## src/pe_defs.svh

```systemverilog
`ifndef PE_DEFS_SVH
`define PE_DEFS_SVH

//////////////////////////////////////////////////////////////////////
// datapath
//////////////////////////////////////////////////////////////////////

// data ports and result word
`define DATA_WIDTH 32

// one lane of the SIMD ALU
`define LANE_WIDTH 8
`define NUM_LANES  4

//////////////////////////////////////////////////////////////////////
// instruction and timing
//////////////////////////////////////////////////////////////////////

`define INST_WIDTH 64

// cycles from inst_valid to result_valid
`define PE_LATENCY 3

`endif
```

## src/pe_pkg.sv

```systemverilog
`include "pe_defs.svh"

package pe_pkg;

    // bit 2 marks the immediate forms
    typedef enum logic [2:0] {
        OP_NOP  = 3'b000,
        OP_ADD  = 3'b001,
        OP_SUB  = 3'b010,
        OP_MUL  = 3'b011,
        OP_NOPI = 3'b100,
        OP_ADDI = 3'b101,
        OP_SUBI = 3'b110,
        OP_MULI = 3'b111
    } pe_opcode_e;

    // operand source, shared by the A select and register-form B select
    typedef enum logic [1:0] {
        SRC_LD   = 2'b00,   // load data
        SRC_PE   = 2'b01,   // neighbour data
        SRC_WB   = 2'b10,   // write-back data
        SRC_ZERO = 2'b11
    } pe_src_e;

    typedef struct packed {
        pe_src_e    a_sel;      // 63:62
        logic [34:0] rsvd_hi;
        pe_opcode_e opcode;     // 26:24
        logic [21:0] rsvd_lo;
        pe_src_e    b_sel;      // 1:0
    } pe_reg_inst_t;

    typedef struct packed {
        pe_src_e                a_sel;
        logic [34:0]            rsvd_hi;
        pe_opcode_e             opcode;
        logic [15:0]            rsvd_lo;
        logic [`LANE_WIDTH-1:0] imm8;   // broadcast to all lanes
    } pe_imm_inst_t;

    typedef union packed {
        pe_reg_inst_t reg_f;
        pe_imm_inst_t imm_f;
    } pe_inst_u;

endpackage

```

## src/dsp_cfg_if.sv

```systemverilog
`include "pe_defs.svh"

// per-lane DSP configuration, lane i in the i-th field of each word
interface dsp_cfg_if;

    logic [4*`NUM_LANES-1:0] alumode;
    logic [5*`NUM_LANES-1:0] inmode;
    logic [7*`NUM_LANES-1:0] opmode;
    logic [`NUM_LANES-1:0]   cea2;
    logic [`NUM_LANES-1:0]   ceb2;
    logic [`NUM_LANES-1:0]   usemult;

    // decoder side
    modport ctrl (
        output alumode, inmode, opmode,
        output cea2, ceb2, usemult
    );

    // SIMD ALU side
    modport lane (
        input alumode, inmode, opmode,
        input cea2, ceb2, usemult
    );

endinterface

```

## src/pe_top.sv

```systemverilog
`include "pe_defs.svh"

module pe_top (
    input  logic                   clk,
    input  logic                   arst_n,
    input  logic                   inst_valid,
    input  logic [`INST_WIDTH-1:0] inst,
    input  logic [`DATA_WIDTH-1:0] din_ld,
    input  logic [`DATA_WIDTH-1:0] din_pe,
    input  logic [`DATA_WIDTH-1:0] din_wb,
    output logic [`DATA_WIDTH-1:0] result,
    output logic                   result_valid
);

    logic [`DATA_WIDTH-1:0] a_data;
    logic [`DATA_WIDTH-1:0] b_data;
    logic                   op_valid;

    dsp_cfg_if cfg_if ();

    // decode and operand select
    pe_control ctrl_i (
        .clk        (clk),
        .arst_n     (arst_n),
        .inst_valid (inst_valid),
        .inst       (inst),
        .din_ld     (din_ld),
        .din_pe     (din_pe),
        .din_wb     (din_wb),
        .a_data     (a_data),
        .b_data     (b_data),
        .op_valid   (op_valid),
        .cfg        (cfg_if.ctrl)
    );

    // four lanes
    simd_alu alu_i (
        .clk          (clk),
        .arst_n       (arst_n),
        .a_data       (a_data),
        .b_data       (b_data),
        .op_valid     (op_valid),
        .cfg          (cfg_if.lane),
        .result       (result),
        .result_valid (result_valid)
    );

endmodule

```

## src/pe_control.sv

```systemverilog
`include "pe_defs.svh"

module pe_control (
    input  logic                   clk,
    input  logic                   arst_n,
    input  logic                   inst_valid,
    input  pe_pkg::pe_inst_u       inst,
    input  logic [`DATA_WIDTH-1:0] din_ld,
    input  logic [`DATA_WIDTH-1:0] din_pe,
    input  logic [`DATA_WIDTH-1:0] din_wb,
    output logic [`DATA_WIDTH-1:0] a_data,
    output logic [`DATA_WIDTH-1:0] b_data,
    output logic                   op_valid,
    dsp_cfg_if.ctrl                cfg
);
    import pe_pkg::*;

    pe_opcode_e              opcode;
    logic                    is_imm;
    logic [`DATA_WIDTH-1:0]  a_next;
    logic [`DATA_WIDTH-1:0]  b_next;
    logic [4*`NUM_LANES-1:0] alumode_d;
    logic [5*`NUM_LANES-1:0] inmode_d;
    logic [7*`NUM_LANES-1:0] opmode_d;
    logic                    cea_d;     // same value for A2 and B2
    logic                    usemult_d;

    function automatic logic [`DATA_WIDTH-1:0] src_pick(
        input pe_src_e                sel,
        input logic [`DATA_WIDTH-1:0] ld,
        input logic [`DATA_WIDTH-1:0] pe,
        input logic [`DATA_WIDTH-1:0] wb
    );
        case (sel)
            SRC_LD:  return ld;
            SRC_PE:  return pe;
            SRC_WB:  return wb;
            default: return '0;
        endcase
    endfunction

    assign opcode = inst.reg_f.opcode;      // same field in both views
    assign is_imm = opcode[2];

    //////////////////////////////////////////////////////////////////////
    // operand select
    //////////////////////////////////////////////////////////////////////

    always_comb begin
        a_next = src_pick(inst.reg_f.a_sel, din_ld, din_pe, din_wb);
        if (is_imm) begin
            b_next = {`NUM_LANES{inst.imm_f.imm8}};
        end else begin
            b_next = src_pick(inst.reg_f.b_sel, din_ld, din_pe, din_wb);
        end
    end

    //////////////////////////////////////////////////////////////////////
    // opcode decode, one config copy per lane
    //////////////////////////////////////////////////////////////////////

    always_comb begin
        alumode_d = '0;     // NOP unless matched
        inmode_d  = '0;
        opmode_d  = '0;
        cea_d     = 1'b0;
        usemult_d = 1'b0;
        case (opcode)
            OP_ADD, OP_ADDI: begin
                opmode_d = {`NUM_LANES{7'b0110011}};
                cea_d    = 1'b1;
            end
            OP_SUB, OP_SUBI: begin
                alumode_d = {`NUM_LANES{4'b0011}};
                opmode_d  = {`NUM_LANES{7'b0110011}};
                cea_d     = 1'b1;
            end
            OP_MUL, OP_MULI: begin
                inmode_d  = {`NUM_LANES{5'b10001}};    // A1/B1 into the multiplier
                opmode_d  = {`NUM_LANES{7'b0000101}};
                usemult_d = 1'b1;
            end
            default: ;
        endcase
    end

    always_ff @(posedge clk or negedge arst_n) begin
        if (!arst_n) begin
            op_valid    <= 1'b0;
            cfg.alumode <= '0;
            cfg.inmode  <= '0;
            cfg.opmode  <= '0;
            cfg.cea2    <= '0;
            cfg.ceb2    <= '0;
            cfg.usemult <= '0;
        end else begin
            op_valid <= inst_valid;
            if (inst_valid) begin
                cfg.alumode <= alumode_d;
                cfg.inmode  <= inmode_d;
                cfg.opmode  <= opmode_d;
                cfg.cea2    <= {`NUM_LANES{cea_d}};
                cfg.ceb2    <= {`NUM_LANES{cea_d}};
                cfg.usemult <= {`NUM_LANES{usemult_d}};
            end
        end
    end

    always_ff @(posedge clk) begin
        if (inst_valid) begin
            a_data <= a_next;
            b_data <= b_next;
        end
    end

    // multiply path never loads A2 in the lanes
    a_mult_excl: assert property (@(posedge clk) disable iff (!arst_n)
        (cfg.usemult & cfg.cea2) == '0);

endmodule

```

## src/simd_alu.sv

```systemverilog
`include "pe_defs.svh"

module simd_alu (
    input  logic                   clk,
    input  logic                   arst_n,
    input  logic [`DATA_WIDTH-1:0] a_data,
    input  logic [`DATA_WIDTH-1:0] b_data,
    input  logic                   op_valid,
    dsp_cfg_if.lane                cfg,
    output logic [`DATA_WIDTH-1:0] result,
    output logic                   result_valid
);

    logic mid_valid;    // operands sit in A2/B2/M

    // valid pipeline, one bit per lane stage
    always_ff @(posedge clk or negedge arst_n) begin
        if (!arst_n) begin
            mid_valid    <= 1'b0;
            result_valid <= 1'b0;
        end else begin
            mid_valid    <= op_valid;
            result_valid <= mid_valid;
        end
    end

    for (genvar i = 0; i < `NUM_LANES; i++) begin : g_lane
        dsp_lane lane_i (
            .clk     (clk),
            .arst_n  (arst_n),
            .a       (a_data[i*`LANE_WIDTH +: `LANE_WIDTH]),
            .b       (b_data[i*`LANE_WIDTH +: `LANE_WIDTH]),
            .alumode (cfg.alumode[4*i +: 4]),
            .inmode  (cfg.inmode[5*i +: 5]),
            .opmode  (cfg.opmode[7*i +: 7]),
            .cea2    (cfg.cea2[i]),
            .ceb2    (cfg.ceb2[i]),
            .usemult (cfg.usemult[i]),
            .adv     ({mid_valid, op_valid}),
            .p       (result[i*`LANE_WIDTH +: `LANE_WIDTH])    // byte i
        );
    end

    // control register is the first of the PE_LATENCY stages
    valid_latency: assert property (@(posedge clk) disable iff (!arst_n)
        op_valid |-> ##(`PE_LATENCY-1) result_valid);

endmodule

```

## src/dsp_lane.sv

```systemverilog
`include "pe_defs.svh"

module dsp_lane (
    input  logic                   clk,
    input  logic                   arst_n,
    input  logic [`LANE_WIDTH-1:0] a,
    input  logic [`LANE_WIDTH-1:0] b,
    input  logic [3:0]             alumode,
    input  logic [4:0]             inmode,
    input  logic [6:0]             opmode,
    input  logic                   cea2,
    input  logic                   ceb2,
    input  logic                   usemult,
    input  logic [1:0]             adv,     // bit 0 middle stage, bit 1 P stage
    output logic [`LANE_WIDTH-1:0] p
);

    logic [`LANE_WIDTH-1:0]   a2;
    logic [`LANE_WIDTH-1:0]   b2;
    logic [`LANE_WIDTH-1:0]   m;
    logic [`LANE_WIDTH-1:0]   prod;
    logic [3:0]               alumode_q;
    logic [6:0]               opmode_q;
    logic                     usemult_q;
    logic [`LANE_WIDTH-1:0]   p_d;

    assign prod = a * b;    // low byte only

    //////////////////////////////////////////////////////////////////////
    // middle stage with A2/B2 or M
    //////////////////////////////////////////////////////////////////////

    always_ff @(posedge clk) begin
        if (adv[0]) begin
            if (cea2)
                a2 <= a;
            if (ceb2)
                b2 <= b;
            if (usemult && inmode[0] && inmode[4])
                m <= prod;
        end
    end

    // config travels with the data
    always_ff @(posedge clk or negedge arst_n) begin
        if (!arst_n) begin
            alumode_q <= '0;
            opmode_q  <= '0;
            usemult_q <= 1'b0;
        end else if (adv[0]) begin
            alumode_q <= alumode;
            opmode_q  <= opmode;
            usemult_q <= usemult;
        end
    end

    //////////////////////////////////////////////////////////////////////
    // output stage
    //////////////////////////////////////////////////////////////////////

    always_comb begin
        if (opmode_q == '0) begin
            p_d = '0;
        end else if (usemult_q) begin
            p_d = m;
        end else begin
            case (alumode_q)
                4'b0000: p_d = a2 + b2;
                4'b0011: p_d = a2 - b2;
                default: p_d = '0;
            endcase
        end
    end

    always_ff @(posedge clk or negedge arst_n) begin
        if (!arst_n)
            p <= '0;
        else if (adv[1])
            p <= p_d;
    end

    // decoder only issues add and subtract modes
    alumode_legal: assert property (@(posedge clk) disable iff (!arst_n)
        adv[0] |-> alumode inside {4'b0000, 4'b0011});

endmodule

```

## config.mk

```make
export PLATFORM = sky130hd
export DESIGN_NAME = pe_top
export DESIGN_NICKNAME = d
export VERILOG_FILES = /design/src/pe_pkg.sv /design/src/dsp_cfg_if.sv /design/src/pe_top.sv /design/src/pe_control.sv /design/src/simd_alu.sv /design/src/dsp_lane.sv
export VERILOG_INCLUDE_DIRS = /design/src
export SDC_FILE = /design/constraint.sdc
export NUM_CORES = 1
export LEC_CHECK = 0
export ABC_AREA = 1
export CAP_MARGIN = 10
export CELL_PAD_IN_SITES_DETAIL_PLACEMENT = 1
export CELL_PAD_IN_SITES_GLOBAL_PLACEMENT = 1
export CORE_UTILIZATION = 50
export CTS_CLUSTER_DIAMETER = 200
export DETAILED_ROUTE_END_ITERATION = 12
export DONT_BUFFER_PORTS = 1
export MAX_ROUTING_LAYER = met4
export PLACE_DENSITY_LB_ADDON = 0.1
export SLEW_MARGIN = 0
export SYNTH_ARGS = -nofsm -noshare
export SYNTH_HDL_FRONTEND = slang
export SYNTH_SLANG_ARGS = --single-unit
```

## constraint.sdc

```tcl
create_clock -name clk -period 11.5 [get_ports clk]
set_input_delay 3.45 -clock clk [delete_from_list [all_inputs] [get_ports clk]]
set_output_delay 3.45 -clock clk [all_outputs]
set_load 0.05 [all_outputs]
```

==> results.py, run 1 <==
metrics = {
    "synthesis": {
        "synth-compound-area-share": 0.08602,
        "ys_seq_area_frac": 0.4131,
        "async_flop_share": 0.2195,
        "synth_area_sq_mm": 0.01436,
        "synth_top_family_by_area": "simple AND/OR/NAND/NOR gates",
        "syn_nets": 2057,
        "syn-instance-count": 1746,
        "yosysWarnings": 0,
        "avgSynthCellArea_sq_um": 8.222,
        "ys_types": 33,
        "synth_mux_area_frac": 0.002789,
        "synth-main-ff-cell": "edfxtp_1",
        "synthSimpleGateAreaFrac": 0.1940,
        "synth_enable_flop_cells": 160,
        "synth-seq-cells": 205,
        "synth_xor_area_frac": 0.02806,
        "synthAdderAreaFrac": 0.1562,
    },
    "floorplanning": {
        "fp.coreArea_sq_mm": 0.02801,
        "die_y_um": 171.4,
        "start_util": 0.5125,
        "num_rows": 61,
        "die_w_um": 171.4,
        "dieArea_sq_mm": 0.02939,
        "io_pins": 196,
    },
    "clock_tree": {
        "htreeDepth": 1,
        "worstSkewPairLatency_ns": 0.52,
        "cts_tree": "built",
        "clock-root-buffer": "clkbuf_16",
        "hold_buffers": 0,
        "post-cts-setup-buffer-count": 0,
        "clock-sinks": 205,
        "path_clk_slew_ns": 0.06,
        "cts_buffers": 24,
        "cts_resized": 0,
        "clockBufferDepth": 3,
    },
    "final_layout": {
        "layout-area-overhead-vs-synth_pct": 8.062,
        "drive_above_1_share": 0.03044,
        "n_antenna_cell": 0,
        "fillCellCount": 3379,
        "fin_nets": 2034,
    },
    "global_routing": {
        "grt_overflow_total": 0,
        "antenna_found_initial": 0,
        "grt_pass1_vias": 11920,
        "grt_start_max_net_pins": 74,
        "grt.total_usage": 0.2783,
        "grt_pass1_wl_um": 61780,
    },
    "sta": {
        "tns_ns": 0,
        "period_minus_slack_ns": 4.617,
        "setup_viol": 0,
        "fin_skew_ns": 0.008228,
        "finalCritPeriodShare": 0.4015,
        "slew_headroom": 0.2152,
        "drv_slew": 0,
        "max_freq_ghz": 0.2166,
        "tightest_slew_ns": 1.174,
        "rsz0062_at_grt": "no",
        "hold_viol_final": 0,
        "timing.final.ws_setup_ns": 6.883,
    },
    "worst_setup_path": {
        "ff2ff_setup_slack_ns": 7.22,
        "r2r-end": "alu_i.g_lane[1].lane_i.m[7]",
        "r2r-start": "ctrl_i.b_data[10]",
        "worstRegToRegCells": 19,
        "cp-start-kind": "flop",
        "worst-setup-path-type": "reg -> out",
        "arrival_ns": 1.17,
        "cp_data_required_time_ns": 8.05,
        "worst_setup_path_end_kind": "primary output",
        "crit_fanout": 2,
    },
    "min_path": {
        "worstHoldStart": "alu_i.mid_valid",
        "hp-class": "reg -> reg",
        "whs_endpoint": "alu_i.result_valid",
        "hold_path_depth": 0,
    },
    "routing": {
        "vias_per_cell": 5.386,
        "drt-pass1-iter-count": 5,
        "vias": 11410,
        "post_drt_wl_per_cell_um": 18.15,
        "drc": 0,
        "drt_iter0_drc": 654,
        "drtAntennaViolNets": 0,
        "routed_wl_um": 38460,
    },
    "place": {
        "dp_hpwl_um": 29230,
        "dp_worst_setup_slack_ns": 6.462,
        "numPortBuffers": 0,
        "gp_congestion": 0.8405,
    },
    "flow_run": {
        "cap_violations": 0,
    },
    "power_and_ir_drop": {
        "p_per_area_mw_per_mm2": 188.0,
        "leakage_nw": 8.070,
        "ir_drop_mv": 0.1522,
    },
    "outcome": {
        "outcome": "finished, final reports clean",
    },
}
[where the power goes]
part	total, mW	switching (mW)	internal, mW
Clock	0.866	0.314	0.552
Sequential	1.14	0.209	0.929
Combinational	0.913	0.572	0.341
Total	2.92	1.10	1.82
[area by class of cell]
class | count | area (sq um) | share of cell area
clock buffers | 28 | 636.9 | 0.04105
repair buffers | 5 | 37.54 | 0.002420
inverters | 392 | 1471 | 0.09485
well taps | 378 | 473.0 | 0.03049
flip-flops and latches | 205 | 5931 | 0.3823
multi-input cells | 1095 | 6710 | 0.4325
clock inverters | 16 | 254.0 | 0.01637
[how the worst max path moves through the flow]
| stage | slack [ns] | startpoint | end | depth (start not counted) |
|---|---|---|---|---|
| after detailed placement | 6.46 | inst[62] | ctrl_i.a_data[20] | 3 |
| after global routing | 6.84 | alu_i.g_lane[2].lane_i.p[1] | result[17] | 0 |
| after floorplan | 7.20 | inst[62] | ctrl_i.a_data[21] | 5 |
| final | 6.88 | alu_i.g_lane[1].lane_i.p[5] | result[13] | 0 |
| after global placement | 6.45 | inst[62] | ctrl_i.a_data[20] | 3 |
| after CTS | 6.86 | alu_i.g_lane[2].lane_i.p[2] | result[18] | 0 |
[kinds of logic after synthesis]
group / Yosys count
AOI/OAI and AO/OA: 207
buffers and inverters: 446
xor gates and xnor gates: 46
adders and majority gates: 148
muxes: 4
DFF: 205
and+or+nand+nor: 690
[placed cells by master (no fill, tap or decap), types with 2 or more instances in the layout]
cell       netlist  layout
mux2i_1          4       4
clkinv_1         1       7
nand3_1         82      82
dfrtp_1         45      45
o31ai_1          3       3
or2_0            4       4
nand4_1         16      16
fa_1            52      52
or2_1            6       6
bufinv_16        0       7
xnor2_1         13      13
nand3b_1         4       4
inv_1          387     386
edfxtp_1       160     160
xor2_1          33      33
nand2_2          4       4
nor2_1          90      88
o21ai_0         29      29
buf_4            3       5
o221ai_1        31      31
a21oi_1         57      57
o22ai_1         31      31
inv_2            4       5
clkbuf_1        23       3
ha_1            96      96
a22oi_1          4       4
nor2_2           1       3
o211ai_1         2       2
nand2_1        483     483
clkbuf_16        0      25
o21ai_1         47      47
[cell usage after synthesis, drive strengths merged (10+ instances only)]
cell | count | area, sq um
a21oi | 57 | 285.3
buf | 31 | 162.7
clkbuf | 23 | 86.33
dfrtp | 45 | 1126
edfxtp | 160 | 4805
fa | 52 | 1041
ha | 96 | 1201
inv | 391 | 1468
nand2 | 487 | 1838
nand3 | 82 | 410.4
nand4 | 16 | 100.1
nor2 | 91 | 344.1
o21ai | 76 | 380.4
o221ai | 31 | 271.5
o22ai | 31 | 193.9
or2 | 10 | 62.56
xnor2 | 13 | 113.9
xor2 | 33 | 289.0
[flip-flops by register name, summed over array words and instances (netlist names)]
name	flops
ctrl_i.a_data	32
alu_i.mid_valid	1
alu_i.g_lane.lane_i.m	32
ctrl_i.cfg.inmode	1
ctrl_i.cfg.opmode	3
ctrl_i.b_data	32
alu_i.g_lane.lane_i.b2	32
alu_i.g_lane.lane_i.opmode_q	3
alu_i.result_valid	1
alu_i.g_lane.lane_i.a2	32
alu_i.g_lane.lane_i.alumode_q	1
alu_i.g_lane.lane_i.usemult_q	1
alu_i.g_lane.lane_i.p	32
ctrl_i.cfg.alumode	1
ctrl_i.op_valid	1
[metrics by stage]
| stage | std cells | utilization | cell area [sq um] | total power, mW | hold slack, ns |
|---|---|---|---|---|---|
| after floorplan | 1746 | - | 14360 | 1.786 | 0.3519 |
| after global placement | 2075 | 0.5220 | 14620 | 1.989 | 0.4324 |
| after detailed placement | 2075 | 0.5220 | 14620 | 2.059 | 0.4346 |
| after CTS | 2119 | 0.5538 | 15510 | 2.940 | 0.4478 |
| after global routing | 2119 | 0.5538 | 15510 | 3.112 | 0.4573 |
| final | 2119 | 0.5538 | 15510 | 2.917 | 0.4436 |
[layer usage]
layer  wire length [um]  GRT usage
met3               1851    0.03267
met5                  0          -
met1              18140     0.3753
met4                691    0.06328
met2              17780     0.4496
(Power assumes the default switching activity.)
==> run 2: changes to the inputs <==
Settings changed: CORE_UTILIZATION 50 to 49.
Clock period 11.5 ns to 4.78 ns, I/O delays scaled along.
==> results.py, run 2 (synthesis results as in run 1) <==
metrics = {
    "final_layout": {
        "final_common_cell": "nand2_1",
        "layout-area-overhead-vs-synth_pct": 8.009,
        "fin_nets": 2036,
        "fin_area_sq_mm": 0.01551,
        "final_cell_mix": "nand2_1, inv_1, edfxtp_1, ha_1, nor2_1",
        "n_antenna_cell": 0,
        "fillCellCount": 3444,
        "drive_above_1_share": 0.03440,
    },
    "routing": {
        "routed_wl_um": 38820,
        "post_drt_wl_per_cell_um": 18.24,
        "vias_per_cell": 5.366,
        "vias": 11420,
        "drt_iter0_drc": 503,
        "drt-pass1-iter-count": 5,
        "drtAntennaViolNets": 0,
        "drc": 0,
    },
    "sta": {
        "tightest_slew_ns": 1.221,
        "fin_skew_ns": 0.02119,
        "setup_viol": 0,
        "hold_viol_final": 0,
        "rsz0062_at_grt": "no",
        "slew_headroom": 0.1857,
        "period_minus_slack_ns": 4.114,
        "finalCritPeriodShare": 0.8606,
        "max_freq_ghz": 0.2431,
        "tns_ns": 0,
        "drv_slew": 0,
    },
    "global_routing": {
        "use_met3": 0.03474,
        "busiest_layer": "met2",
        "grt_overflow_total": 0,
        "grt_pass1_vias": 12120,
        "use_met1": 0.3696,
        "grt_pass1_wl_um": 63300,
        "grt_use_met2": 0.4404,
        "antenna_found_initial": 0,
        "grt_start_max_net_pins": 74,
        "grt.total_usage": 0.2730,
    },
    "worst_setup_path": {
        "worst_setup_path_end_kind": "flop",
        "cp_data_required_time_ns": 5.05,
        "worst-setup-path-type": "reg -> reg",
        "worstRegToRegCells": 19,
        "arrival_ns": 4.38,
        "crit_fanout": 7,
        "cp-start-kind": "flop",
    },
    "power_and_ir_drop": {
        "ir_drop_mv": 0.3251,
        "p_per_area_mw_per_mm2": 445.8,
        "leakage_nw": 8.072,
    },
    "outcome": {
        "outcome": "finished, final reports clean",
    },
    "clock_tree": {
        "post-cts-setup-buffer-count": 0,
        "clockBufferDepth": 3,
        "worstSkewPairLatency_ns": 0.53,
        "path_clk_slew_ns": 0.06,
        "clock-root-buffer": "clkbuf_16",
        "hold_buffers": 0,
        "clock-sinks": 205,
        "cts_buffers": 25,
        "cts_resized": 0,
        "htreeDepth": 1,
        "cts_tree": "built",
    },
    "place": {
        "gp_congestion": 0.8784,
        "dpl_cell_area_sq_mm": 0.01464,
        "dp_hpwl_um": 29700,
        "numPortBuffers": 0,
    },
    "floorplanning": {
        "io_pins": 196,
        "die_y_um": 173.2,
        "num_rows": 62,
        "fp.coreArea_sq_mm": 0.02878,
        "start_util": 0.4988,
        "die_w_um": 173.2,
        "dieArea_sq_mm": 0.02999,
    },
    "min_path": {
        "hold_path_depth": 0,
        "hp-class": "reg -> reg",
    },
    "flow_run": {
        "cap_violations": 0,
    },
}
[run 2: path summary, 6_finish.rpt]
kind                              startpoint                           end  slack [ns]
hold reg to reg            ctrl_i.b_data[15]  alu_i.g_lane[1].lane_i.b2[7]        0.46
setup / recovery            ctrl_i.b_data[2]   alu_i.g_lane[0].lane_i.m[7]        0.67
min in group asynchronous             arst_n   alu_i.g_lane[1].lane_i.p[0]        0.60
max in group asynchronous             arst_n        ctrl_i.cfg.alumode[12]        4.08
hold / removal             ctrl_i.b_data[15]  alu_i.g_lane[1].lane_i.b2[7]        0.46
setup reg to reg            ctrl_i.b_data[2]   alu_i.g_lane[0].lane_i.m[7]        0.67
[run 2: layout make-up]
cell class	instances	area (sq um)	share of cell area
inverters	392	1471	0.09489
well taps	384	480.5	0.03099
flip-flops and latches	205	5931	0.3825
clock buffers	33	685.7	0.04422
clock inverters	13	182.7	0.01178
repair buffers	6	45.04	0.002905
multi-input cells	1095	6710	0.4327
[run 2: power by group]
group | switching, mW | internal [mW]
sequential | 0.500 | 2.24
combinational | 1.36 | 0.823
clock | 0.770 | 1.23
total | 2.63 | 4.29
[run 2: layer usage]
layer | vias up | wire, um
met3 | 47 | 1928
met4 | 0 | 715
li1 | 5490 | -
met1 | 5567 | 18250
met5 | - | 0
met2 | 315 | 17930
[run 2: worst max-delay path: stages, from the launching register on]
cell and delay [ns]:
edfxtp_1 0.56, nand2_1 0.13, fa_1 0.46, fa_1 0.49, inv_1 0.06, fa_1 0.54
inv_1 0.05, fa_1 0.47, inv_1 0.04, ha_1 0.33, nand2_1 0.09, nand2_1 0.05
nor2_1 0.16, inv_1 0.06, nand2_1 0.08, nand2_1 0.05, nand2_1 0.07, nand2_1 0.05
nand2_1 0.05, nand2_1 0.07
[run 2: per-stage QoR]
| step | setup WS (ns) | hold WS (ns) | cells | utilization | total power, mW |
|---|---|---|---|---|---|
| after detailed placement | 0.6457 | 0.4450 | 2082 | 0.5086 | 4.945 |
| after CTS | 0.6269 | 0.4571 | 2128 | 0.5388 | 6.968 |
| after global placement | 0.7799 | 0.4325 | 2082 | 0.5086 | 4.786 |
| after global routing | 0.2801 | 0.4677 | 2128 | 0.5388 | 7.389 |
| after floorplan | 1.056 | 0.3519 | 1746 | - | 4.297 |
| final | 0.6664 | 0.4575 | 2128 | 0.5388 | 6.913 |
